File: config.mk
export PLATFORM = sky130hd
export DESIGN_NAME = instr_queue
export DESIGN_NICKNAME = d
export VERILOG_FILES = /design/src/hw/cpu_pkg.sv /design/src/hw/instr_queue.sv
export SDC_FILE = /design/constraint.sdc
export NUM_CORES = 1
export LEC_CHECK = 0
export BUFFER_PORTS_ARGS = -buffer_cell sky130_fd_sc_hd__buf_2
export CELL_PAD_IN_SITES_DETAIL_PLACEMENT = 1
export CELL_PAD_IN_SITES_GLOBAL_PLACEMENT = 2
export CORE_ASPECT_RATIO = 1.25
export CORE_UTILIZATION = 24
export CTS_CLUSTER_SIZE = 28
export DETAILED_ROUTE_END_ITERATION = 12
export HOLD_SLACK_MARGIN = 0.15
export PLACE_DENSITY_LB_ADDON = 0.1
export SLEW_MARGIN = 40
export SYNTH_ARGS = -nofsm -noshare
export SYNTH_HDL_FRONTEND = slang
export SYNTH_SLANG_ARGS = --single-unit
File: constraint.sdc
create_clock -name clk -period 4.5 [get_ports clk]
set_clock_uncertainty 0.05 [all_clocks]
set_input_delay 0.675 -clock clk [delete_from_list [all_inputs] [get_ports clk]]
set_output_delay 0.675 -clock clk [all_outputs]
set_load 0.1 [all_outputs]
File: src/hw/cpu_pkg.sv
`default_nettype none

package cpu_pkg;

    // bus and instruction widths
    localparam int BYTE_W  = 8;
    localparam int INSTR_W = 16;
    localparam int PC_W    = 8;
    localparam int DEV_W   = 5;

    // program rom depth and data ram size
    localparam int ROM_WORDS = 1 << PC_W;
    localparam int RAM_BYTES = 1 << BYTE_W;

    typedef logic [BYTE_W-1:0]  byte_t;
    typedef logic [INSTR_W-1:0] instr_t;
    typedef logic [PC_W-1:0]    pc_t;
    typedef logic [DEV_W-1:0]   dev_t;

    // operation field in bits 7:5 of the high byte
    typedef enum logic [2:0] {
        op_dev_rom       = 3'd0,
        op_dev_ram       = 3'd1,
        op_dev_ramzp     = 3'd2,
        op_dev_uart      = 3'd3,
        op_nonreg_opregy = 3'd4,
        op_regx_alu      = 3'd5,
        op_ramzp_reg     = 3'd6,
        op_ramzp_uart    = 3'd7
    } opcode_e;

    // alu code in low three bits of the low byte
    // code 7 is unused and yields zero
    typedef enum logic [2:0] {
        alu_add    = 3'd0,
        alu_sub    = 3'd1,
        alu_and    = 3'd2,
        alu_or     = 3'd3,
        alu_xor    = 3'd4,
        alu_pass_x = 3'd5,
        alu_pass_y = 3'd6
    } alu_op_e;

    // write targets, top bit marks the register block
    localparam dev_t dev_none    = 5'd0;
    localparam dev_t dev_ram     = 5'd1;
    localparam dev_t dev_uart_tx = 5'd2;
    localparam dev_t dev_reg_a   = 5'd16;
    localparam dev_t dev_reg_x   = 5'd17;
    localparam dev_t dev_reg_y   = 5'd18;
    localparam dev_t dev_reg_m   = 5'd19;

    // queue slots and credits toward execution
    localparam int QUEUE_DEPTH  = 4;
    localparam int EXEC_CREDITS = 1;

    localparam int QPTR_W = $clog2(QUEUE_DEPTH);
    localparam int QCNT_W = $clog2(QUEUE_DEPTH + 1);
    localparam int ECNT_W = $clog2(EXEC_CREDITS + 1);

    typedef logic [QPTR_W-1:0] qptr_t;
    typedef logic [QCNT_W-1:0] qcnt_t;
    typedef logic [ECNT_W-1:0] ecnt_t;

endpackage

`default_nettype wire

File: src/hw/instr_queue.sv
`timescale 1ns/1ps
`default_nettype none

module instr_queue (
    input  wire                   clk,
    input  wire                   arst_n,
    input  wire                   instr_valid,
    input  wire cpu_pkg::instr_t  instr_data,
    output logic                  fetch_credit,
    input  wire                   exec_credit,
    output logic                  exec_valid,
    output cpu_pkg::instr_t       exec_instr
);
    import cpu_pkg::*;

    instr_t mem [QUEUE_DEPTH];

    qptr_t wr_ptr;
    qptr_t rd_ptr;
    // entries held
    qcnt_t count;
    // free instruction slots in the execution unit
    ecnt_t credit_cnt;

    // circular pointer step
    function automatic qptr_t next_ptr(input qptr_t ptr);
        qptr_t nxt;
        if (ptr == qptr_t'(QUEUE_DEPTH - 1)) begin
            nxt = '0;
        end else begin
            nxt = ptr + 1'b1;
        end
        return nxt;
    endfunction

    // head goes out whenever there is an entry and a credit
    assign exec_valid = (count != '0) && (credit_cnt != '0);
    assign exec_instr = mem[rd_ptr];

    // entry storage
    always_ff @(posedge clk) begin
        if (instr_valid) begin
            mem[wr_ptr] <= instr_data;
        end
    end

    always_ff @(posedge clk or negedge arst_n) begin
        if (!arst_n) begin
            wr_ptr       <= '0;
            rd_ptr       <= '0;
            count        <= '0;
            credit_cnt   <= ecnt_t'(EXEC_CREDITS);
            fetch_credit <= 1'b0;
        end else begin
            if (instr_valid) begin
                wr_ptr <= next_ptr(wr_ptr);
            end
            if (exec_valid) begin
                rd_ptr <= next_ptr(rd_ptr);
            end
            count <= count + qcnt_t'(instr_valid) - qcnt_t'(exec_valid);
            // spend toward execution, refill on retire
            credit_cnt <= credit_cnt - ecnt_t'(exec_valid) + ecnt_t'(exec_credit);
            // freed slot goes back to fetch one cycle later
            fetch_credit <= exec_valid;
        end
    end

    // fetch credits keep writes out of a full queue
    assert property (@(posedge clk) disable iff (!arst_n)
        instr_valid |-> count != qcnt_t'(QUEUE_DEPTH));

    // execution never returns more credits than it was given
    assert property (@(posedge clk) disable iff (!arst_n)
        exec_credit |-> credit_cnt != ecnt_t'(EXEC_CREDITS));

endmodule

`default_nettype wire

After elaboration in Yosys (flattened, before gate mapping)
Memories as Yosys holds them, arrays and structs flattened. Index checks and enable logic that the tools add are counted.

Register bits: 9. Bits in writable memories: 64. Output and inout port bits: 18. Logic and storage cells: 20. Memories kept: 1.

Memory list: mem (words 4, bits a word 16, read ports 1, clocked after Yosys merged registers in 0, wr ports 1, RTL line instr_queue.sv:16) `instr_t mem [QUEUE_DEPTH];`.

$add $sub $neg: 6. Eq/ne operators: 2. Mux-type cells: 4. Reduce and logical (&&, ||, !) cells: 2.

Operators by type and width (number): adder 2 x 1 -> 2 bit, second input constant (2); == test 2 bit, second input constant (2); 2-to-1 mux 2 bit (2); adder 3 x 1 -> 3 bit (1); nonzero test 3 bit (1); subtractor 3 x 1 -> 3 bit (1); 2-to-1 mux 1 bit (2); adder 1 bit (1); logical AND 1 bit (1); subtractor 1 bit (1).

Longest topological paths before layout
Depth after elaboration: 4. Gate-level depth with buffers: 8.

Least setup slack after synthesis
OpenSTA, ideal clock, no wires.

Kind: flip-flop to flip-flop. From: reg count[1]. To: reg count[2]. Library setup time: 0.123 ns. Data arrival time: 2.535 ns. Data required time: 4.327 ns. Slack: 1.792 ns. Stages on the path, launching flop included: 9. Buffers on the path: 0. Period minus slack after synthesis: 2.708 ns. Cells stage by stage: dfrtp_1 > o31ai_1 > inv_1 > ha_1 > inv_1 > ha_1 > fa_1 > xnor2_1 > xnor2_1.

Cells in the longest elaborated chain, start to end: 3.

RTL lines: start: declaration (RTL line instr_queue.sv:21) `qcnt_t count;`; start signal: assignment (RTL line instr_queue.sv:61) `count <= count + qcnt_t'(instr_valid) - qcnt_t'(exec_valid);`; nonzero test 3 bit (RTL line instr_queue.sv:37) `assign exec_valid = (count != '0) && (credit_cnt != '0);`; logical AND 1 bit (RTL line instr_queue.sv:37); net exec_valid (RTL line instr_queue.sv:11) `output logic exec_valid,`; subtractor 3 x 1 -> 3 bit (RTL line instr_queue.sv:61).

The timed path passes the listed nets, and every way through them passes these cells. A chain may end at the register's enable or synchronous reset.

Final worst setup path
From: reg rd_ptr[0]. To: out exec_instr[1].

Cells in the longest elaborated chain, start to end: 1.

RTL lines: start: declaration (RTL line instr_queue.sv:19) `qptr_t rd_ptr;`; start signal: assignment (RTL line instr_queue.sv:59) `rd_ptr <= next_ptr(rd_ptr);`; memory read (4 x 16 bit); end: declaration (RTL line instr_queue.sv:12) `output cpu_pkg::instr_t exec_instr`.

Every way passes these cells.

==> metrics.md <==
| Metric | Value |
|---|---|
| Post-synth EDFFs | `64` |
| Clock Path Buffers | `2` |
| Synth top area cells | `edfxtp_1 (68%), mux4_1 (7.4%), dfrtp_1 (7.1%), mux4_2 (6.4%), ha_1 (3.1%)` |
| Max Transition Viols Final | `0` |
| Most frequent cell after synthesis | `edfxtp_1` |
| Die Area | `between 10000 and 15000 um2` |
| Final setup vio count | `0` |
| R2R cell count | `8` |
| PortBufs | `37` |
| Worst-Margin Slew | `about 0.60 ns` |
| Syn_nets | `152` |
| #FFs+latches synth | `73` |
| Total gr overflow | `0` |
| Max Cap Viol | `0` |
| Share of layout cells above drive strength 1 | `38.5%` |
| Post-CTS setup buffers | `0` |
| Hold Path Cell Cnt | `2` |
| TritonCTS Buffers | `9` |
| Placer Congestion | `approximately 0.63` |
| Worst hold start | `exec_credit` |
| Vias in the first global route | `approximately 1500` |
| RSZ-0062 raised after global routing | `no` |
| First-pass GRT wire length | `8180 um` |
| Post-synthesis sequential area ratio | `75.9%` |
| Wirelength per Cell | `17.1 um` |
| # fillers | `1187` |
| Via count | `between 1000 and 1500` |
| Non-filler cells, final | `312` |
| Yosys warning count | `0` |
| 1st-pass router iterations | `4` |
| CP required | `~3.8 ns` |
| DR DRC count | `0` |
| Gate Count Post-Synth | `124` |
| Capturing point of the worst reg2reg path | `count[2]` |
| Top cells by count, synth | `edfxtp_1 (64), dfrtp_1 (8), mux4_1 (8), mux4_2 (8)` |
| Clock Latency Late Sink | `0.32 ns` |
| Synth cell types | `21` |
| Initial antenna violation count | `0` |
| H-tree Lvls | `3` |
| Status | `complete, no violations` |
| Routed WL | `around 5300 um` |
| Ys async rst share | `between 10% and 20%` |
| Antenna Nets Post-Route | `0` |
| Worst r2r src | `count[1]` |
| CTS sink cnt | `73` |
| Slew headroom | `about three fifths` |
| HPWL after DPL | `approximately 3400 um` |
| Part of the cycle the worst path needs | `60.9%` |
| Setup TNS | `0 ns` |
| Clk slew on worst S/H paths | `about 0.06 ns` |
| # diodes | `0` |
| Nets | `197` |
| Initial core utilization | `24.5%` |
| Mean post-synth cell area | `22.8 um2` |
| Internal reg-to-reg setup slack | `~2.1 ns` |
| CP Max Fanout | `19` |
| Routed vias/inst | `4.17` |
| Placed insts | `295` |
| Worst Setup End Kind | `primary output` |
| Tmin final | `roughly 2.7 ns` |
| WHS Endpoint | `credit_cnt` |
| GRT Total Usage | `approximately a tenth` |
| Die width | `99.1 um` |
| Largest net degree at the start of global routing | `20` |
| Detailed router's first-iteration violation count | `39` |
| Ys flop type | `edfxtp_1` |
| TritonCTS clock tree | `built` |
| Crit path kind | `reg -> out` |
| Peak Freq | `0.365 GHz` |
| Core area | `11600 um2` |
| Area leader, netlist | `edfxtp_1` |
| Critical path arrival | `2.02 ns` |
| Worst hold-check path type | `in -> reg` |
| Share of the synthesized area in the top cell type | `67.9%` |
| I/O pin total | `38` |
| Layout area overhead | `20.8%` |
| Mapped Area | `2830 um2` |
| Hold Violations, Final | `0` |
| Root buf cell | `clkbuf_16` |
| Site Rows | `44` |
| Crit start category | `flip-flop` |
| Chip height | `123 um` |
[through the flow]
| step | hold WS, ns | utilization [%] | cell area, um2 | setup slack [ns] |
|---|---|---|---|---|
| finish | 0.456 | 29.6 | 3420 | 1.76 |
| global route | 0.449 | 29.6 | 3420 | 1.64 |
| CTS | 0.444 | 29.6 | 3420 | 1.68 |
| detailed placement | 0.489 | 27.3 | 3150 | 2.03 |
| global placement | 0.491 | 27.2 | 3150 | 1.68 |
| floorplan | 0.329 | - | 2830 | 1.79 |
[cell families after synthesis]
group	count (synthesis)	share of synthesized area, %
xor+xnor	3	0.929
buf+inv	11	2.39
mux	18	14.6
fa+ha+maj	8	3.80
compound gates	3	0.619
flops	73	75.9
simple gates	8	1.77
[layout make-up]
type	count	area, um2	share of cell area (%)
inverter	7	26.3	0.768
clock buffer	11	233	6.81
tap	138	173	5.05
multi-input combinational	40	619	18.1
sequential	73	2150	62.9
clock inverter	5	22.5	0.659
timing repair buffer	38	195	5.71
[worst max path at each step]
stage                    from            end  slack [ns]
floorplan            count[1]       count[2]        1.79
global placement    rd_ptr[0]  exec_instr[1]        1.68
detailed placement  rd_ptr[0]  exec_instr[1]        2.03
CTS                 rd_ptr[0]  exec_instr[1]        1.68
global route        rd_ptr[0]  exec_instr[5]        1.64
finish              rd_ptr[0]  exec_instr[1]        1.76
[metal layers]
layer | GRT usage, % | part of all wire (%) | vias to the layer above
li1 | - | - | 592
met2 | 16.7 | 52 | 29
met5 | 0 | 0 | -
met1 | 10.6 | 42 | 671
met4 | 6.62 | 2.4 | 0
met3 | 2.20 | 3.4 | 10
[layout by cell type, fill, tap and decap left out, types with 2 or more instances in the layout]
cell        n
edfxtp_1   64
buf_2      37
clkbuf_16   9
mux4_2      8
mux4_1      8
inv_1       7
ha_1        7
dfrtp_1     6
and2_2      4
clkinv_2    3
xnor2_1     2
o21ai_0     2
mux2_2      2
clkinv_1    2
clkbuf_1    2
dfrtp_2     2
[flip-flops by register name, indices dropped and copies added (netlist names)]
signal / count
rd_ptr: 2
count: 3
credit_cnt: 1
wr_ptr: 2
fetch_credit: 1
mem: 64
[critical path, cell delays in order (launching register included)]
cell     delay [ns]
dfrtp_2        0.75
mux4_1         0.63
buf_2          0.31
[repair_timing]
| item | CTS | global route |
|---|---|---|
| endpoints found under the hold margin | 8 | 0 |
| setup endpoints to repair | 0 | 0 |
| hold buffers | 1 | 0 |
| resized for setup | 0 | 0 |
Power is left out: the tool's default activity adds up to more than one toggle a clock period on the data nets, which glitch-free logic cannot reach.
