**src/hw/cpu_pkg.sv**
```systemverilog
`default_nettype none

package cpu_pkg;

    // bus and instruction widths
    localparam int BYTE_W  = 8;
    localparam int INSTR_W = 16;
    localparam int PC_W    = 8;
    localparam int DEV_W   = 5;

    // program rom depth and data ram size
    localparam int ROM_WORDS = 1 << PC_W;
    localparam int RAM_BYTES = 1 << BYTE_W;

    typedef logic [BYTE_W-1:0]  byte_t;
    typedef logic [INSTR_W-1:0] instr_t;
    typedef logic [PC_W-1:0]    pc_t;
    typedef logic [DEV_W-1:0]   dev_t;

    // operation field in bits 7:5 of the high byte
    typedef enum logic [2:0] {
        op_dev_rom       = 3'd0,
        op_dev_ram       = 3'd1,
        op_dev_ramzp     = 3'd2,
        op_dev_uart      = 3'd3,
        op_nonreg_opregy = 3'd4,
        op_regx_alu      = 3'd5,
        op_ramzp_reg     = 3'd6,
        op_ramzp_uart    = 3'd7
    } opcode_e;

    // alu code in low three bits of the low byte
    // code 7 is unused and yields zero
    typedef enum logic [2:0] {
        alu_add    = 3'd0,
        alu_sub    = 3'd1,
        alu_and    = 3'd2,
        alu_or     = 3'd3,
        alu_xor    = 3'd4,
        alu_pass_x = 3'd5,
        alu_pass_y = 3'd6
    } alu_op_e;

    // write targets, top bit marks the register block
    localparam dev_t dev_none    = 5'd0;
    localparam dev_t dev_ram     = 5'd1;
    localparam dev_t dev_uart_tx = 5'd2;
    localparam dev_t dev_reg_a   = 5'd16;
    localparam dev_t dev_reg_x   = 5'd17;
    localparam dev_t dev_reg_y   = 5'd18;
    localparam dev_t dev_reg_m   = 5'd19;

    // queue slots and credits toward execution
    localparam int QUEUE_DEPTH  = 4;
    localparam int EXEC_CREDITS = 1;

    localparam int QPTR_W = $clog2(QUEUE_DEPTH);
    localparam int QCNT_W = $clog2(QUEUE_DEPTH + 1);
    localparam int ECNT_W = $clog2(EXEC_CREDITS + 1);

    typedef logic [QPTR_W-1:0] qptr_t;
    typedef logic [QCNT_W-1:0] qcnt_t;
    typedef logic [ECNT_W-1:0] ecnt_t;

endpackage

`default_nettype wire

```
**src/hw/program_fetch.sv**
```systemverilog
`timescale 1ns/1ps
`default_nettype none

module program_fetch (
    input  wire                   clk,
    input  wire                   arst_n,
    input  wire                   prog_we,
    input  wire cpu_pkg::pc_t     prog_addr,
    input  wire cpu_pkg::instr_t  prog_data,
    input  wire                   run,
    input  wire cpu_pkg::pc_t     prog_len,
    input  wire                   fetch_credit,
    output logic                  instr_valid,
    output cpu_pkg::instr_t       instr_data
);
    import cpu_pkg::*;

    // program store loaded from outside
    instr_t rom [ROM_WORDS];

    pc_t   pc;
    // free slots left in the queue
    qcnt_t credit_cnt;
    logic  issue;

    // load port
    always_ff @(posedge clk) begin
        if (prog_we) begin
            rom[prog_addr] <= prog_data;
        end
    end

    // one word per cycle while running, credited and inside the program
    assign issue = run && (credit_cnt != '0) && (pc < prog_len);

    always_ff @(posedge clk or negedge arst_n) begin
        if (!arst_n) begin
            pc          <= '0;
            credit_cnt  <= qcnt_t'(QUEUE_DEPTH);
            instr_valid <= 1'b0;
        end else begin
            instr_valid <= issue;
            if (issue) begin
                pc <= pc + 1'b1;
            end
            // spend on issue, refill on returned credit
            credit_cnt <= credit_cnt - qcnt_t'(issue) + qcnt_t'(fetch_credit);
        end
    end

    // rom read registered alongside the valid flag
    always_ff @(posedge clk) begin
        if (issue) begin
            instr_data <= rom[pc];
        end
    end

    // the queue never hands back more than it has slots
    assert property (@(posedge clk) disable iff (!arst_n)
        credit_cnt <= qcnt_t'(QUEUE_DEPTH));

endmodule

`default_nettype wire

```
**config.mk**
```make
export PLATFORM = sky130hd
export DESIGN_NAME = program_fetch
export DESIGN_NICKNAME = d
export VERILOG_FILES = /design/src/hw/cpu_pkg.sv /design/src/hw/program_fetch.sv
export SDC_FILE = /design/constraint.sdc
export NUM_CORES = 2
export LEC_CHECK = 0
export BUFFER_PORTS_ARGS = -buffer_cell sky130_fd_sc_hd__buf_2
export CAP_MARGIN = 20
export CORE_AREA = 2 2 553 968
export DETAILED_ROUTE_END_ITERATION = 10
export DIE_AREA = 0 0 555 970
export GPL_TIMING_DRIVEN = 1
export SETUP_SLACK_MARGIN = 0.15
export SKIP_CTS_REPAIR_TIMING = 1
export SYNTH_ARGS = -nofsm -noshare
export SYNTH_HDL_FRONTEND = slang
export SYNTH_SLANG_ARGS = --single-unit
```
**constraint.sdc**
```tcl
create_clock -name clk -period 4.6 [get_ports clk]
set_clock_uncertainty 0.2 [all_clocks]
set_input_delay 0.69 -clock clk [delete_from_list [all_inputs] [get_ports clk]]
set_output_delay 0.69 -clock clk [all_outputs]
set_load 0.1 [all_outputs]
```
==> Yosys cells after proc, flatten, opt, wreduce, memory -nomap -nowiden <==
Memory sizes are Yosys's and may differ from the RTL's. A register that Yosys moved wholly into a read port is not among the register bits.
Index checks and enable logic that the tools add are counted.
{ "classes": {"addsub": 3, "order_cmp": 1, "n_reduce_logical": 3, "n_mux": 2} }
{ "ops": {"columns": ["operator", "count"], "rows": [
  ["8-bit by 1-bit adder with 8-bit output, second input constant", 1],
  ["8-bit less-than comparator", 1],
  ["3-bit by 1-bit adder with 3-bit output", 1],
  ["3-bit nonzero test", 1],
  ["3-bit by 1-bit subtractor with 3-bit output", 1],
  ["1-bit logical AND", 2],
  ["1-bit two-way mux", 2]
]} }
{ "word_totals": {"elab_cells": 13, "input_bits": 37, "regBits": 12, "mem_bits_rw": 4096, "n_memories": 1, "output_inout_bits": 17} }
{ "memory_table": {"columns": ["memory", "words", "width", "read_ports", "rd_clocked_by_memory_dff", "wr", "line_no", "rtl"], "rows": [
  ["rom", 256, 16, 1, 1, 1, "program_fetch.sv:19", "instr_t rom [ROM_WORDS];"]
]} }

==> Logic depth before layout (Yosys ltp) <==
{ "depth": {"ltp_word": 5, "depth_mapped": 13, "depth_no_buf": 12} }

==> Worst setup path after synthesis <==
OpenSTA, ideal clock, no wires.
{ "synth_path": {"path_kind": "input -> register", "from": "input prog_len[1]", "to": "register credit_cnt[1]", "path_buffers": 0, "t_arrival_ns": 3.714, "path_slack_ns": 0.550, "required_time_ns": 4.264, "setup_ns": 0.136, "cell_stages": 11, "cell_sequence": "inv_1 -> ha_1 -> a21o_1 -> a21o_1 -> a21oi_1 -> o21ai_1 -> a311oi_2 -> ha_1 -> inv_1 -> ha_1 -> fa_1"} }
{ "synth_between": {"elab_chain_len": 4} }
{ "synth_rtl": {"columns": ["item", "line_no", "rtl"], "rows": [
  ["start, declared", "program_fetch.sv:11", "input wire cpu_pkg::pc_t prog_len,"],
  ["8-bit less-than comparator", "program_fetch.sv:34", "assign issue = run && (credit_cnt != '0) && (pc < prog_len);"],
  ["1-bit logical AND", "program_fetch.sv:34", null],
  ["net issue", "program_fetch.sv:24", "logic issue;"],
  ["3-bit by 1-bit subtractor with 3-bit output", "program_fetch.sv:47", "credit_cnt <= credit_cnt - qcnt_t'(issue) + qcnt_t'(fetch_credit);"],
  ["3-bit by 1-bit adder with 3-bit output", "program_fetch.sv:47", null],
  ["end signal, assigned", "program_fetch.sv:39", "credit_cnt <= qcnt_t'(QUEUE_DEPTH);"],
  ["end signal, assigned", "program_fetch.sv:47", null],
  ["end, declared", "program_fetch.sv:23", "qcnt_t credit_cnt;"]
]} }
The timed path passes the listed nets, and every way through them passes these cells.
A chain may end at the register's enable or synchronous reset.

==> Worst setup path after layout <==
{ "layout_path": {"from": "register pc[3]", "to": "register instr_data[4], read port of rom (data pin)"} }
{ "layout_between": {"elab_chain_len": 2} }
{ "layout_rtl": {"columns": ["item", "line_no", "rtl"], "rows": [
  ["start, declared", "program_fetch.sv:21", "pc_t pc;"],
  ["start signal, assigned", "program_fetch.sv:44", "pc <= pc + 1'b1;"],
  ["8-bit less-than comparator", "program_fetch.sv:34", null],
  ["1-bit logical AND", "program_fetch.sv:34", null],
  ["end, declared", "program_fetch.sv:14", "output cpu_pkg::instr_t instr_data"]
]} }
Parallel ways exist; a longest one is shown, timed or not.

==> results.toml <==
[timing]
final-setup-viol-count = 0
slew_violations = 0
worst_slew_pin_slew_ps = 1399
fin_setup_tns_ps = 0
fin_ws_ps = 129.0
whs_ps = -5.436
grt_setup_unrepaired = "true"
finalWorstPathRequiredPeriod_ps = 4471
hold_viol = 2
slew-limit-headroom = 0.06736
max_freq_mhz = 223.7
finalCritPeriodShare = 0.9720

[critical_path]
cp-start-kind = "flip-flop"
crit_chain = "inv_4 -> nand2_2 -> o22ai_1 -> nor2_1 -> a21oi_1 -> buf_4 -> o2111ai_1 -> nand3_1 -> o31ai_1"
cp-end-kind = "flip-flop"
path_class = "flip-flop to flip-flop"
r2r_slack_ps = 130
cp_slowest_stage_delay_ps = 630
critical_path_arrival_ps = 4930
reg2reg_depth = 9
reg2reg_to = "instr_data[4]"
slowest_stage = "dfrtp_4"
required_ps = 5060
path_delay_family = "compound AO/OA/AOI/OAI gates"
critical_path_buf_inv_count = 2
r2r-start = "pc[3]"
cp_max_fo = 21

[die]
initial_core_util = 0.2992
die_x_um = 555
core_mm2 = 0.5302
num_rows = 354
ioPinCount = 54
die_area_mm2 = 0.5384
dieHeight_um = 970

[synth]
netlist_area_mm2 = 0.1587
ys_ff_latch = 4124
synth.net_count = 7310
ys_warn_count = 0
async_flop_share = 0.002910
yosys.cell_types.count = 73
synth.avg_cell_area_um2 = 21.85
synth_cells = 7262
synth_edf_count = 4112
seq_area_frac_synth = 0.7802
ys.flop_type = "edfxtp_1"

[final_layout]
syn2layout_area_growth_pct = 15.55
drive_above_1_share = 0.2932
fin_util = 0.3458
seq_area_mm2 = 0.1238
multiInputGateArea_mm2 = 0.03263
fillers = 48350
stdcell_count = 15200
layout.nets = 8025

[routing]
dr.first_iter.drc_count = 9155
ant_nets = 0
routed_via_density = 5.235
vias = 79550
first_pass_iters = 7
drc = 0
post_drt_wl_per_cell_um = 31.99
routed_wirelength_mm = 486.2

[placement]
hpwl_mm = 319.6
dp.cells = 14590
place_congestion = 0.9185
preCtsSetupSlack_ps = -195.0
portBuffers = 53

[grt]
grt-busiest-layer = "met2"
track_usage = 0.1754
grt_pass1_vias = 80720
grt_first_pass_wirelength_mm = 663.2
antenna_found_initial = 20
grt_use_met2 = 0.3125
use_met1 = 0.1878
grt_max_degree = 132
grt_remaining_overflow = 0
grtUsageMet3 = 0.02456

[cts]
cts_sinks = 4124
numCtsBuffers = 322
path_clk_slew_ps = 70
cts-htree-levels = 5
clk_path_buf_depth = 4
root_buffer = "clkbuf_16"
cts_tree = "yes"
clk_latency_ps = 950

[hold_path]
hold_class = "input port to flip-flop"
whs_path_depth = 1
hp-start = "prog_data[13]"
holdPathEnd = "rom[252][13]"

[power]
p_sw_frac = 0.3249
p_clk_frac = 0.285
vdd_drop_max_mv = 0.4041
seqPwrFrac = 0.404
p_int_mw = 70.13
power_frac_comb = 0.311
switchingPower_mw = 33.74
p_leak_nw = 56.98
power_density_mw_per_mm2 = 566.6

[job]
cap_viol_max_count = 0

[run_status]
run_status = "finished, violations left"
failed_checks = "hold timing"
area by class of cell:
class | count | area share
Tap cell | 6942 | 0.04738
Antenna cell | 22 | 0.0003003
Clock inverter | 202 | 0.01364
Multi-Input combinational cell | 2691 | 0.1780
Timing Repair Buffer | 823 | 0.03888
Sequential cell | 4124 | 0.6754
Clock buffer | 379 | 0.04610
Inverter | 15 | 0.0003617
power by group through the flow:
| stage | clock network [mW] | logic [mW] | registers, mW |
|---|---|---|---|
| after floorplan | 0 | 17.8 | 43.0 |
| after global placement | 0 | 32.1 | 42.8 |
| after detailed placement | 0 | 32.2 | 42.8 |
| after CTS | 30.0 | 32.3 | 42.0 |
| after global routing | 31.1 | 33.0 | 42.0 |
| final | 29.6 | 32.3 | 42.0 |
per-layer routing:
layer	routed length [um]	part of all wire
met1	161500	0.33
met5	81	0.00017
met2	251400	0.52
met3	29990	0.062
met4	43250	0.089
cells in the final DEF, fill, tap and decap left out, types with 22 or more instances in the layout:
master / n
a211oi_1: 34
a21oi_1: 124
a221oi_1: 60
a22o_1: 43
a22oi_1: 99
buf_12: 72
buf_2: 37
buf_4: 691
bufinv_16: 51
clkbuf_1: 47
clkbuf_16: 329
clkinv_1: 46
clkinv_2: 54
diode_2: 22
edfxtp_1: 4112
mux2_2: 47
mux2i_1: 308
mux4_2: 909
nand2_1: 139
nand3_1: 57
nor2_1: 250
nor2_2: 107
nor3_1: 35
o21ai_0: 106
o21ai_1: 22
o221ai_1: 51
o22ai_1: 76
how the worst max path moves through the flow:
stage / startpoint / to / slack, ps / cells after the start
2_1_floorplan: prog_len[1] / credit_cnt[1] / 550 / 11
3_3_place_gp: pc[0] / instr_data[2] / -250 / 12
3_5_place_dp: pc[0] / instr_data[2] / -200 / 12
4_1_cts: pc[0] / instr_data[2] / -210 / 12
5_1_grt: pc[0] / instr_data[2] / 150 / 12
6_report: pc[3] / instr_data[4] / 130 / 9
synthesized netlist by cell type (9+ instances only):
master	number	area, um^2
mux4_2	909	20470
a31oi_1	18	112.6
o2111ai_1	12	105.1
nand2_1	142	533.0
a211oi_1	35	262.8
a221o_1	12	120.1
nor2_1	359	1348
mux2_2	47	529.3
o21ai_0	112	560.5
inv_1	15	56.30
a221oi_1	60	525.5
o22ai_1	76	475.5
a21oi_1	126	630.6
a22o_1	43	376.6
nand3_1	61	305.3
buf_1	18	67.56
nand4_1	14	87.58
nor2b_1	13	81.33
o221ai_1	51	446.7
edfxtp_1	4112	123500
ha_1	10	125.1
nor3_1	39	195.2
mux2i_1	309	3093
and3_1	12	75.07
buf_4	80	600.6
buf_8	9	135.1
buf_6	58	653.1
clkbuf_1	158	593.1
buf_2	108	540.5
dfrtp_1	11	275.3
o21ai_1	16	80.08
a22oi_1	99	743.2
o211ai_1	18	135.1
flip-flops by register name (all words and copies together) (netlist names):
| name | count |
|---|---|
| rom | 4096 |
| pc | 8 |
| instr_data | 16 |
| credit_cnt | 3 |
| instr_valid | 1 |
logic make-up after synthesis:
| group | synth area share |
|---|---|
| flip-flops | 0.7802 |
| multiplexers | 0.1519 |
| AO/OA/AOI/OAI | 0.03155 |
| AND/OR/NAND/NOR | 0.01825 |
| buffers and inverters | 0.01671 |
| adder cells (fa/ha/maj) | 0.0009148 |
| XOR/XNOR | 0.0004969 |
metrics by stage:
stage	hold WS (ps)	instance area, um^2	power [mW]
6_report	-5.436	183300	103.9
3_5_place_dp	394.5	172200	75.04
5_1_grt	20.78	183300	106.1
2_1_floorplan	194.4	158700	60.86
4_1_cts	-530.1	183200	104.3
3_3_place_gp	402.9	172200	74.89
(Power assumes the default switching activity.)
