### src/hw/cpu_pkg.sv
`default_nettype none

package cpu_pkg;

    // bus and instruction widths
    localparam int BYTE_W  = 8;
    localparam int INSTR_W = 16;
    localparam int PC_W    = 8;
    localparam int DEV_W   = 5;

    // program rom depth and data ram size
    localparam int ROM_WORDS = 1 << PC_W;
    localparam int RAM_BYTES = 1 << BYTE_W;

    typedef logic [BYTE_W-1:0]  byte_t;
    typedef logic [INSTR_W-1:0] instr_t;
    typedef logic [PC_W-1:0]    pc_t;
    typedef logic [DEV_W-1:0]   dev_t;

    // operation field in bits 7:5 of the high byte
    typedef enum logic [2:0] {
        op_dev_rom       = 3'd0,
        op_dev_ram       = 3'd1,
        op_dev_ramzp     = 3'd2,
        op_dev_uart      = 3'd3,
        op_nonreg_opregy = 3'd4,
        op_regx_alu      = 3'd5,
        op_ramzp_reg     = 3'd6,
        op_ramzp_uart    = 3'd7
    } opcode_e;

    // alu code in low three bits of the low byte
    // code 7 is unused and yields zero
    typedef enum logic [2:0] {
        alu_add    = 3'd0,
        alu_sub    = 3'd1,
        alu_and    = 3'd2,
        alu_or     = 3'd3,
        alu_xor    = 3'd4,
        alu_pass_x = 3'd5,
        alu_pass_y = 3'd6
    } alu_op_e;

    // write targets, top bit marks the register block
    localparam dev_t dev_none    = 5'd0;
    localparam dev_t dev_ram     = 5'd1;
    localparam dev_t dev_uart_tx = 5'd2;
    localparam dev_t dev_reg_a   = 5'd16;
    localparam dev_t dev_reg_x   = 5'd17;
    localparam dev_t dev_reg_y   = 5'd18;
    localparam dev_t dev_reg_m   = 5'd19;

    // queue slots and credits toward execution
    localparam int QUEUE_DEPTH  = 4;
    localparam int EXEC_CREDITS = 1;

    localparam int QPTR_W = $clog2(QUEUE_DEPTH);
    localparam int QCNT_W = $clog2(QUEUE_DEPTH + 1);
    localparam int ECNT_W = $clog2(EXEC_CREDITS + 1);

    typedef logic [QPTR_W-1:0] qptr_t;
    typedef logic [QCNT_W-1:0] qcnt_t;
    typedef logic [ECNT_W-1:0] ecnt_t;

endpackage

`default_nettype wire

### src/hw/control_selector.sv
`timescale 1ns/1ps
`default_nettype none

module control_selector (
    input  wire cpu_pkg::byte_t  hi_rom,
    output logic                 rom_out_n,
    output logic                 ram_out_n,
    output logic                 alu_out_n,
    output logic                 uart_out_n,
    output logic                 force_alu_op_to_passx,
    output logic                 force_x_val_to_zero,
    output logic                 ram_zp_n,
    output cpu_pkg::dev_t        device_in
);
    import cpu_pkg::*;

    opcode_e    op;
    // one-hot operation decode
    logic [7:0] op_hot;
    logic       ram_write_override;
    logic       top_bit;

    assign op     = opcode_e'(hi_rom[7:5]);
    assign op_hot = 8'b1 << op;

    // bus source selects, active low
    assign rom_out_n  = !op_hot[op_dev_rom];
    assign ram_out_n  = !(op_hot[op_dev_ram] || op_hot[op_dev_ramzp]);
    assign alu_out_n  = !(op_hot[op_nonreg_opregy] || op_hot[op_regx_alu]
                          || op_hot[op_ramzp_reg]);
    assign uart_out_n = !(op_hot[op_dev_uart] || op_hot[op_ramzp_uart]);

    // ram addressed by the low byte instead of M
    assign ram_zp_n = !(op_hot[op_dev_ramzp] || op_hot[op_ramzp_reg]
                        || op_hot[op_ramzp_uart]);

    // alu operand overrides
    assign force_x_val_to_zero   = op_hot[op_nonreg_opregy];
    assign force_alu_op_to_passx = op_hot[op_ramzp_reg];

    // zero-page stores have no device target
    assign ram_write_override = op_hot[op_ramzp_reg] || op_hot[op_ramzp_uart];

    // top device bit picks the register block
    always_comb begin
        if (op_hot[op_regx_alu]) begin
            top_bit = 1'b1;
        end else if (op_hot[op_nonreg_opregy]) begin
            top_bit = 1'b0;
        end else begin
            top_bit = hi_rom[0];
        end
    end

    // device code is bit 0 rotated above bits 4:1
    assign device_in = ram_write_override ? dev_none : {top_bit, hi_rom[4:1]};

endmodule

`default_nettype wire

### src/hw/exec_unit.sv
`timescale 1ns/1ps
`default_nettype none

module exec_unit (
    input  wire                   clk,
    input  wire                   arst_n,
    input  wire                   exec_valid,
    input  wire cpu_pkg::instr_t  exec_instr,
    output logic                  exec_credit,
    input  wire                   rx_valid,
    input  wire cpu_pkg::byte_t   rx_data,
    output logic                  rx_ready,
    output logic                  tx_valid,
    output cpu_pkg::byte_t        tx_data,
    input  wire                   tx_ready
);
    import cpu_pkg::*;

    typedef enum logic [1:0] {
        st_idle,
        st_execute,
        st_wait_io
    } state_e;

    state_e state;
    instr_t ir;
    byte_t  hi;
    byte_t  lo;
    byte_t  reg_a;
    byte_t  reg_x;
    byte_t  reg_y;
    byte_t  reg_m;
    byte_t  ram [RAM_BYTES];

    logic    rom_out_n;
    logic    ram_out_n;
    logic    alu_out_n;
    logic    uart_out_n;
    logic    force_alu_op_to_passx;
    logic    force_x_val_to_zero;
    logic    ram_zp_n;
    dev_t    device_in;
    logic    use_acc;
    alu_op_e alu_op;
    byte_t   alu_x;
    byte_t   alu_res;
    byte_t   ram_addr;
    byte_t   bus;
    logic    src_ok;
    logic    writes_tx;
    logic    commit;
    logic    ram_zp_write;

    assign hi = ir[15:8];
    assign lo = ir[7:0];

    control_selector i_control_selector (
        .hi_rom                (hi),
        .rom_out_n             (rom_out_n),
        .ram_out_n             (ram_out_n),
        .alu_out_n             (alu_out_n),
        .uart_out_n            (uart_out_n),
        .force_alu_op_to_passx (force_alu_op_to_passx),
        .force_x_val_to_zero   (force_x_val_to_zero),
        .ram_zp_n              (ram_zp_n),
        .device_in             (device_in)
    );

    // low byte bit 3 swaps A in for X on register alu ops
    assign use_acc = (opcode_e'(hi[7:5]) == op_regx_alu) && lo[3];
    assign alu_x   = force_x_val_to_zero ? '0 : (use_acc ? reg_a : reg_x);
    assign alu_op  = force_alu_op_to_passx ? alu_pass_x : alu_op_e'(lo[2:0]);

    // 8 bit alu without carry out
    always_comb begin
        case (alu_op)
            alu_add:    alu_res = alu_x + reg_y;
            alu_sub:    alu_res = alu_x - reg_y;
            alu_and:    alu_res = alu_x & reg_y;
            alu_or:     alu_res = alu_x | reg_y;
            alu_xor:    alu_res = alu_x ^ reg_y;
            alu_pass_x: alu_res = alu_x;
            alu_pass_y: alu_res = reg_y;
            default:    alu_res = '0;
        endcase
    end

    // zero page or M addressed
    assign ram_addr = ram_zp_n ? reg_m : lo;

    // bus driver
    always_comb begin
        if (!rom_out_n) begin
            bus = lo;
        end else if (!ram_out_n) begin
            bus = ram[ram_addr];
        end else if (!alu_out_n) begin
            bus = alu_res;
        end else begin
            bus = rx_data;
        end
    end

    // receiver reads wait for a byte
    assign src_ok       = uart_out_n || rx_valid;
    assign writes_tx    = (device_in == dev_uart_tx);
    assign commit       = (state == st_execute) && src_ok;
    assign ram_zp_write = !ram_zp_n && ram_out_n;
    assign rx_ready     = (state == st_execute) && !uart_out_n;

    // retire pulse goes back to the queue as a credit
    assign exec_credit = (commit && !writes_tx) || ((state == st_wait_io) && tx_ready);

    always_ff @(posedge clk or negedge arst_n) begin
        if (!arst_n) begin
            state    <= st_idle;
            tx_valid <= 1'b0;
        end else begin
            case (state)
                st_idle: begin
                    if (exec_valid) begin
                        state <= st_execute;
                    end
                end
                st_execute: begin
                    if (src_ok && writes_tx) begin
                        tx_valid <= 1'b1;
                        state    <= st_wait_io;
                    end else if (src_ok) begin
                        state <= st_idle;
                    end
                end
                st_wait_io: begin
                    // held until the transmitter takes it
                    if (tx_ready) begin
                        tx_valid <= 1'b0;
                        state    <= st_idle;
                    end
                end
                default: state <= st_idle;
            endcase
        end
    end

    // instruction and transmit byte
    always_ff @(posedge clk) begin
        if (state == st_idle && exec_valid) begin
            ir <= exec_instr;
        end
        if (commit && writes_tx) begin
            tx_data <= bus;
        end
    end

    // register block
    always_ff @(posedge clk or negedge arst_n) begin
        if (!arst_n) begin
            reg_a <= '0;
            reg_x <= '0;
            reg_y <= '0;
            reg_m <= '0;
        end else if (commit) begin
            case (device_in)
                dev_reg_a: reg_a <= bus;
                dev_reg_x: reg_x <= bus;
                dev_reg_y: reg_y <= bus;
                dev_reg_m: reg_m <= bus;
                default: ;
            endcase
        end
    end

    // data ram written by zero-page store or M target
    always_ff @(posedge clk) begin
        if (commit && ram_zp_write) begin
            ram[lo] <= bus;
        end else if (commit && device_in == dev_ram) begin
            ram[reg_m] <= bus;
        end
    end

    // queue only offers while the single slot is free
    assert property (@(posedge clk) disable iff (!arst_n)
        exec_valid |-> state == st_idle);

endmodule

`default_nettype wire

### config.mk
export PLATFORM = sky130hd
export DESIGN_NAME = exec_unit
export DESIGN_NICKNAME = d
export VERILOG_FILES = /design/src/hw/cpu_pkg.sv /design/src/hw/control_selector.sv /design/src/hw/exec_unit.sv
export SDC_FILE = /design/constraint.sdc
export NUM_CORES = 2
export LEC_CHECK = 0
export ABC_AREA = 1
export BUFFER_PORTS_ARGS = -buffer_cell sky130_fd_sc_hd__buf_2
export CORE_ASPECT_RATIO = 0.75
export CORE_UTILIZATION = 52
export CTS_BUF_LIST = sky130_fd_sc_hd__clkbuf_16
export CTS_CLUSTER_DIAMETER = 30
export DETAILED_ROUTE_END_ITERATION = 7
export GPL_ROUTABILITY_DRIVEN = 0
export PLACE_DENSITY_LB_ADDON = 0.08
export SLEW_MARGIN = 5
export SYNTH_ARGS = -nofsm -noshare
export SYNTH_HDL_FRONTEND = slang
export SYNTH_SLANG_ARGS = --single-unit
### constraint.sdc
create_clock -name clk -period 14.44 [get_ports clk]
set_clock_uncertainty 0.1 [all_clocks]
set_input_delay 2.888 -clock clk [delete_from_list [all_inputs] [get_ports clk]]
set_output_delay 2.888 -clock clk [all_outputs]
set_load 0.01 [all_outputs]
After elaboration in Yosys (flattened, before gate mapping). Memory sizes are Yosys's and may differ from the RTL's. Index checks and enable logic that the tools add are counted.

Bits in registers: 59. Memory bits (writable): 2048. Input port bits: 29. Output and inout port bits: 11. Memories kept: 1.

Memories: ram (words 256, bits a word 8, read ports 1, clocked after Yosys merged registers in 0, wr ports 1, line exec_unit.sv:33) `byte_t ram [RAM_BYTES];`.

Add/subtract/negate cells: 2. Eq/ne operators: 19. Shift-type cells: 1. Muxes and demuxes: 27. Bitwise operators: 3. Reductions and logical operators: 33.

Operator list (count): $mux 8 (8); $pmux 8 s7 (1); $eq 5x5->1 const B (4); $eq 3x3->1 const B (4); $logic_and 1x1->1 (11); $mux 1 (10); $logic_or 1x1->1 (9); $add 8x8->8 (1); $and 8x8->8 (1); $mux 2 (4); $or 8x8->8 (1); $reduce_and 2->1 (4); $reduce_or 8->1 (1); $shl 1x3->8 const A (1); $sub 8x8->8 (1); $xor 8x8->8 (1); $eq 3x2->1 const B (2); $pmux 2 s3 (1); $reduce_and 3->1 (2); $eq 5x1->1 const B (1); $eq 5x2->1 const B (1); $mux 5 (1); $ne 2x2->1 const B (2); $eq 3x1->1 const B (1); other kinds (10) (12).

Longest topological paths before layout.
Word-level depth: 11. Gate-level depth with buffers: 25.

By module. Synthesis repeated with hierarchy kept, for this count alone.

Cells, all modules: 8930. Area, all modules: 92590.1 sq um.

Modules (own cells, without submodules): exec_unit (instances 1, cells each 8905, area an instance 92481.2 sq um, sequential area each 63095.5 sq um); control_selector (instances 1, cells each 25, area an instance 108.9 sq um, sequential area each 0.0 sq um).

Worst setup path before layout. Ideal clock, no wire load.

Kind: input to output. Start: input rx_valid. End: output exec_credit. Data arrival time: 3.415 ns. Path slack: 8.037 ns. Stages on the path: 4. Buffers on the path: 0. Cells stage by stage: nor2_1 > nor2_1 > inv_1 > o21bai_1.

Cells in the longest elaborated chain, start to end: 4.

RTL lines: start: declaration (line exec_unit.sv:10) `input wire rx_valid,`; $logic_or 1x1->1 (line exec_unit.sv:105) `assign src_ok = uart_out_n || rx_valid;`; $logic_and 1x1->1 (line exec_unit.sv:107) `assign commit = (state == st_execute) && src_ok;`; $logic_and 1x1->1 (line exec_unit.sv:112) `assign exec_credit = (commit && !writes_tx) || ((state == st_wait_io) && tx_ready);`; $logic_or 1x1->1 (line exec_unit.sv:112); end: declaration (line exec_unit.sv:9) `output logic exec_credit,`.

No other way between the ends.

Worst setup path in the final report.
Start: register ir[14]. End: memory ram[233][1] (netlist bit), data pin.

Cells in the longest elaborated chain, start to end: 10.

RTL lines: start: declaration (line exec_unit.sv:26) `instr_t ir;`; start signal: assignment (line exec_unit.sv:148) `ir <= exec_instr;`; $eq 3x3->1 (line exec_unit.sv:70) `assign use_acc = (opcode_e'(hi[7:5]) == op_regx_alu) && lo[3];`; $logic_and 1x1->1 (line exec_unit.sv:70); $mux 8 (2 in series) (line exec_unit.sv:71) `assign alu_x = force_x_val_to_zero ? '0 : (use_acc ? reg_a : reg_x);`; $sub 8x8->8, or another cell as far along (line exec_unit.sv:78) `alu_sub: alu_res = alu_x - reg_y;`; $pmux 8 s7 (line exec_unit.sv:76) `case (alu_op)`; $mux 8 (line exec_unit.sv:97) `end else if (!alu_out_n) begin`; $mux 8 (line exec_unit.sv:95) `end else if (!ram_out_n) begin`; $mux 8 (*) (line exec_unit.sv:93) `if (!rom_out_n) begin`; via bus[1] (line exec_unit.sv:48) `byte_t bus;`; $mux 8 (no line) (*); end: declaration (line exec_unit.sv:33).

The timed path passes the listed nets; every way through them passes the cells marked *.

==> results.yml <==
sta:
  fin_crit_sh: 0.538
  clock.fmax_mhz: 129
  setup_viol: 0
  period_needed_ns: 7.77
  setup_tns_ns: 0
  tightest_slew_ns: 1.38
  slew_headroom: 0.0799
  rsz0062_at_grt: "no"
  hold_viol_final: 0
  final_max_slew_viol_count: 0
die:
  start_util: 0.526
  fp.dieH_microns: 367
  rows: 133
  die-area_sq_um: 180000
  core_sq_um: 176000
  die_w_microns: 489
  ios: 40
grt:
  grt_pass1_vias: 61700
  grt_max_degree: 167
  grt_overflow: 0
  antenna_found_initial: 12
  grt_usage: 0.303
  grt_pass1_wl_mm: 403
run_status:
  status: "completed"
synth:
  synth_ff_type: "edfxtp_1"
  synthTopCellsByCount: "nand2_1 (2727), edfxtp_1 (2072), nand3_1 (1617), inv_1 (1359), buf_2 (346)"
  syn_area_per_cell_sq_um: 10.3
  async_flop_share: 0.0166
  synth_seq_cells: 2107
  yosys_warnings: 0
  synth_top_cell_by_area: "edfxtp_1"
  syn_nets: 9049
  ys_seq_area_frac: 0.682
  synth_edf_count: 2072
  yosysMostFrequentCell: "nand2_1"
  yosysTopAreaCellShare: 0.672
  synthCells: 8994
  yosysUniqueCellTypes: 40
  synth_area_sq_um: 92500
  synth_area_leaders: "edfxtp_1 (67%), nand2_1 (11%), nand3_1 (8.7%)"
job:
  max_cap_violations: 0
power:
  total_power_mw: 18.5
  p_leak_nw: 44.1
  power_density_nw_per_um2: 172
  power_frac_comb: 0.116
  switchingPower_mw: 4.86
  swShare: 0.263
  ir_drop_v: 0.000126
  seqPwrFrac: 0.381
  internal-power_mw: 13.7
  clock_power_share: 0.503
finish:
  fin_util: 0.613
  drive_gt1_frac: 0.0878
  area_growth_syn_to_layout_pct: 16.6
  nets: 9100
clocking:
  hold_buffers: 0
  cts.sinks: 2107
  cts_made_buffers: 393
  cts_setup_buffers: 0
  cts_tree: "yes"
  clock_path_buffers: 4
  insertion_delay_ns: 0.95
  htree_levels: 5
  cts_resized: 0
  clockRootBuffer: "clkbuf_16"
  clk_pin_slew_worst_paths_ns: 0.05
placement:
  portBuffers: 39
  dp_hpwl_mm: 150
drt:
  via_count: 64900
  route.detailed.drc: 0
  wl_mm: 272
  routed_via_density: 5.54
  drtAntennaViolNets: 0
  first_pass_iters: 8
  routedWlPerCell_microns: 23.2
  drtIter0Drc: 7788
worst_hold_path:
  min_path_type: "register to register"
  hold_start: "state[0]"
critical_path:
  arrival_ns: 8.23
  crit_start: "ir[14]"
  critPathCaptureType: "register"
  crit_fanout: 160
  cpMostUsedCell: "nand3_1"
  slowest_delay_ns: 1.02
  critical_path_class: "register to register"
  cp_slowest_cell: "buf_4"
  timing.rr.start: "ir[14]"
  crit_chain: "nand2_2, nand3_2, nand2_8, buf_12, buf_4, nand2_1, o21ai_0, nand2_1, nand3_1, nand3_1, nand3_1, nand3_1, nand3_1, nand3_1, nand3_1, nand2_1, nand2_8, buf_4"
  crit_buf_inv: 3
  crit_family: "simple AND/OR/NAND/NOR gates"
  cp-start-kind: "register"
  worstPathRequired_ns: 14.90
cell families after synthesis:
kind of cell / synth area share
xor gates and xnor gates: 0.000852
and+or+nand+nor: 0.213
DFF: 0.682
buffers and inverters: 0.0830
AOI/OAI and AO/OA: 0.0178
adders and majority gates: 0.00360
worst paths after layout:
| path | endpoint | slack, ns | depth (start not counted) |
|---|---|---|---|
| worst max register to register | ram[233][1] | 6.67 | 18 |
| worst min-delay path | state[1] | 0.36 | 1 |
| max in group asynchronous | reg_m[4] | 11.76 | 1 |
| min in group asynchronous | reg_x[1] | 1.95 | 1 |
| worst max-delay path | ram[233][1] | 6.67 | 18 |
| worst min register to register | state[1] | 0.36 | 1 |
stage by stage:
| step | worst slack, ns | cells | hold slack [ns] | cell area [sq um] |
|---|---|---|---|---|
| 6_report | 6.67 | 11700 | 0.359 | 108000 |
| 5_1_grt | 6.40 | 11700 | 0.371 | 108000 |
| 4_1_cts | 6.84 | 11700 | 0.360 | 108000 |
| 3_5_place_dp | 6.88 | 11000 | 0.364 | 94400 |
| 3_3_place_gp | 6.96 | 11000 | 0.338 | 94400 |
| 2_1_floorplan | 8.04 | 8994 | 0.330 | 92500 |
state kept, by name, summed over array words and instances, names as in the netlist:
signal	flops
reg_x	8
state	2
reg_m	8
ir	16
tx_data	8
tx_valid	1
reg_a	8
ram	2048
reg_y	8
cell usage in the layout, fill, tap and decap left out, types with 10 or more instances in the layout:
| cell | netlist | final |
|---|---|---|
| nand2_2 | 11 | 18 |
| o21ai_0 | 238 | 237 |
| clkinv_2 | 0 | 53 |
| clkbuf_16 | 0 | 399 |
| edfxtp_1 | 2072 | 2072 |
| nand2_1 | 2727 | 2710 |
| nand3_1 | 1617 | 1616 |
| inv_1 | 1359 | 1394 |
| buf_12 | 0 | 16 |
| a21oi_1 | 24 | 24 |
| clkinv_1 | 1 | 43 |
| bufinv_16 | 0 | 64 |
| buf_2 | 346 | 39 |
| nor2_1 | 310 | 310 |
| ha_1 | 25 | 25 |
| buf_4 | 51 | 88 |
| o21ai_1 | 33 | 29 |
| dfrtp_1 | 35 | 35 |
| clkinv_4 | 0 | 31 |
| inv_6 | 0 | 24 |
| nand2_8 | 0 | 10 |
| clkinvlp_4 | 0 | 54 |
metal layers:
layer,vias up,track usage,part of all wire
li1,29800,-,-
met1,31400,0.454,0.44
met2,3174,0.441,0.44
met3,527,0.0619,0.097
met4,6,0.100,0.030
met5,-,0,0.00011
power groups by stage:
stage | combinational (mW) | clock (mW) | sequential, mW
after floorplan | 1.28 | 0 | 7.21
after global placement | 2.09 | 0 | 7.17
after detailed placement | 2.11 | 0 | 7.17
after CTS | 2.12 | 9.37 | 7.05
after global routing | 2.31 | 9.66 | 7.05
final | 2.14 | 9.32 | 7.06
final cells by class:
class / instances / area, sq um
diodes: 5 / 12.5
clock buffers: 399 / 9980
clock inverters: 311 / 3490
fillers: 14300 / 68200
inverters: 1362 / 5120
multi-input cells: 5038 / 22000
flip-flops and latches: 2107 / 63100
well taps: 2362 / 2960
repair buffers: 143 / 1180
No activity file was read; power rests on OpenSTA's default activity.
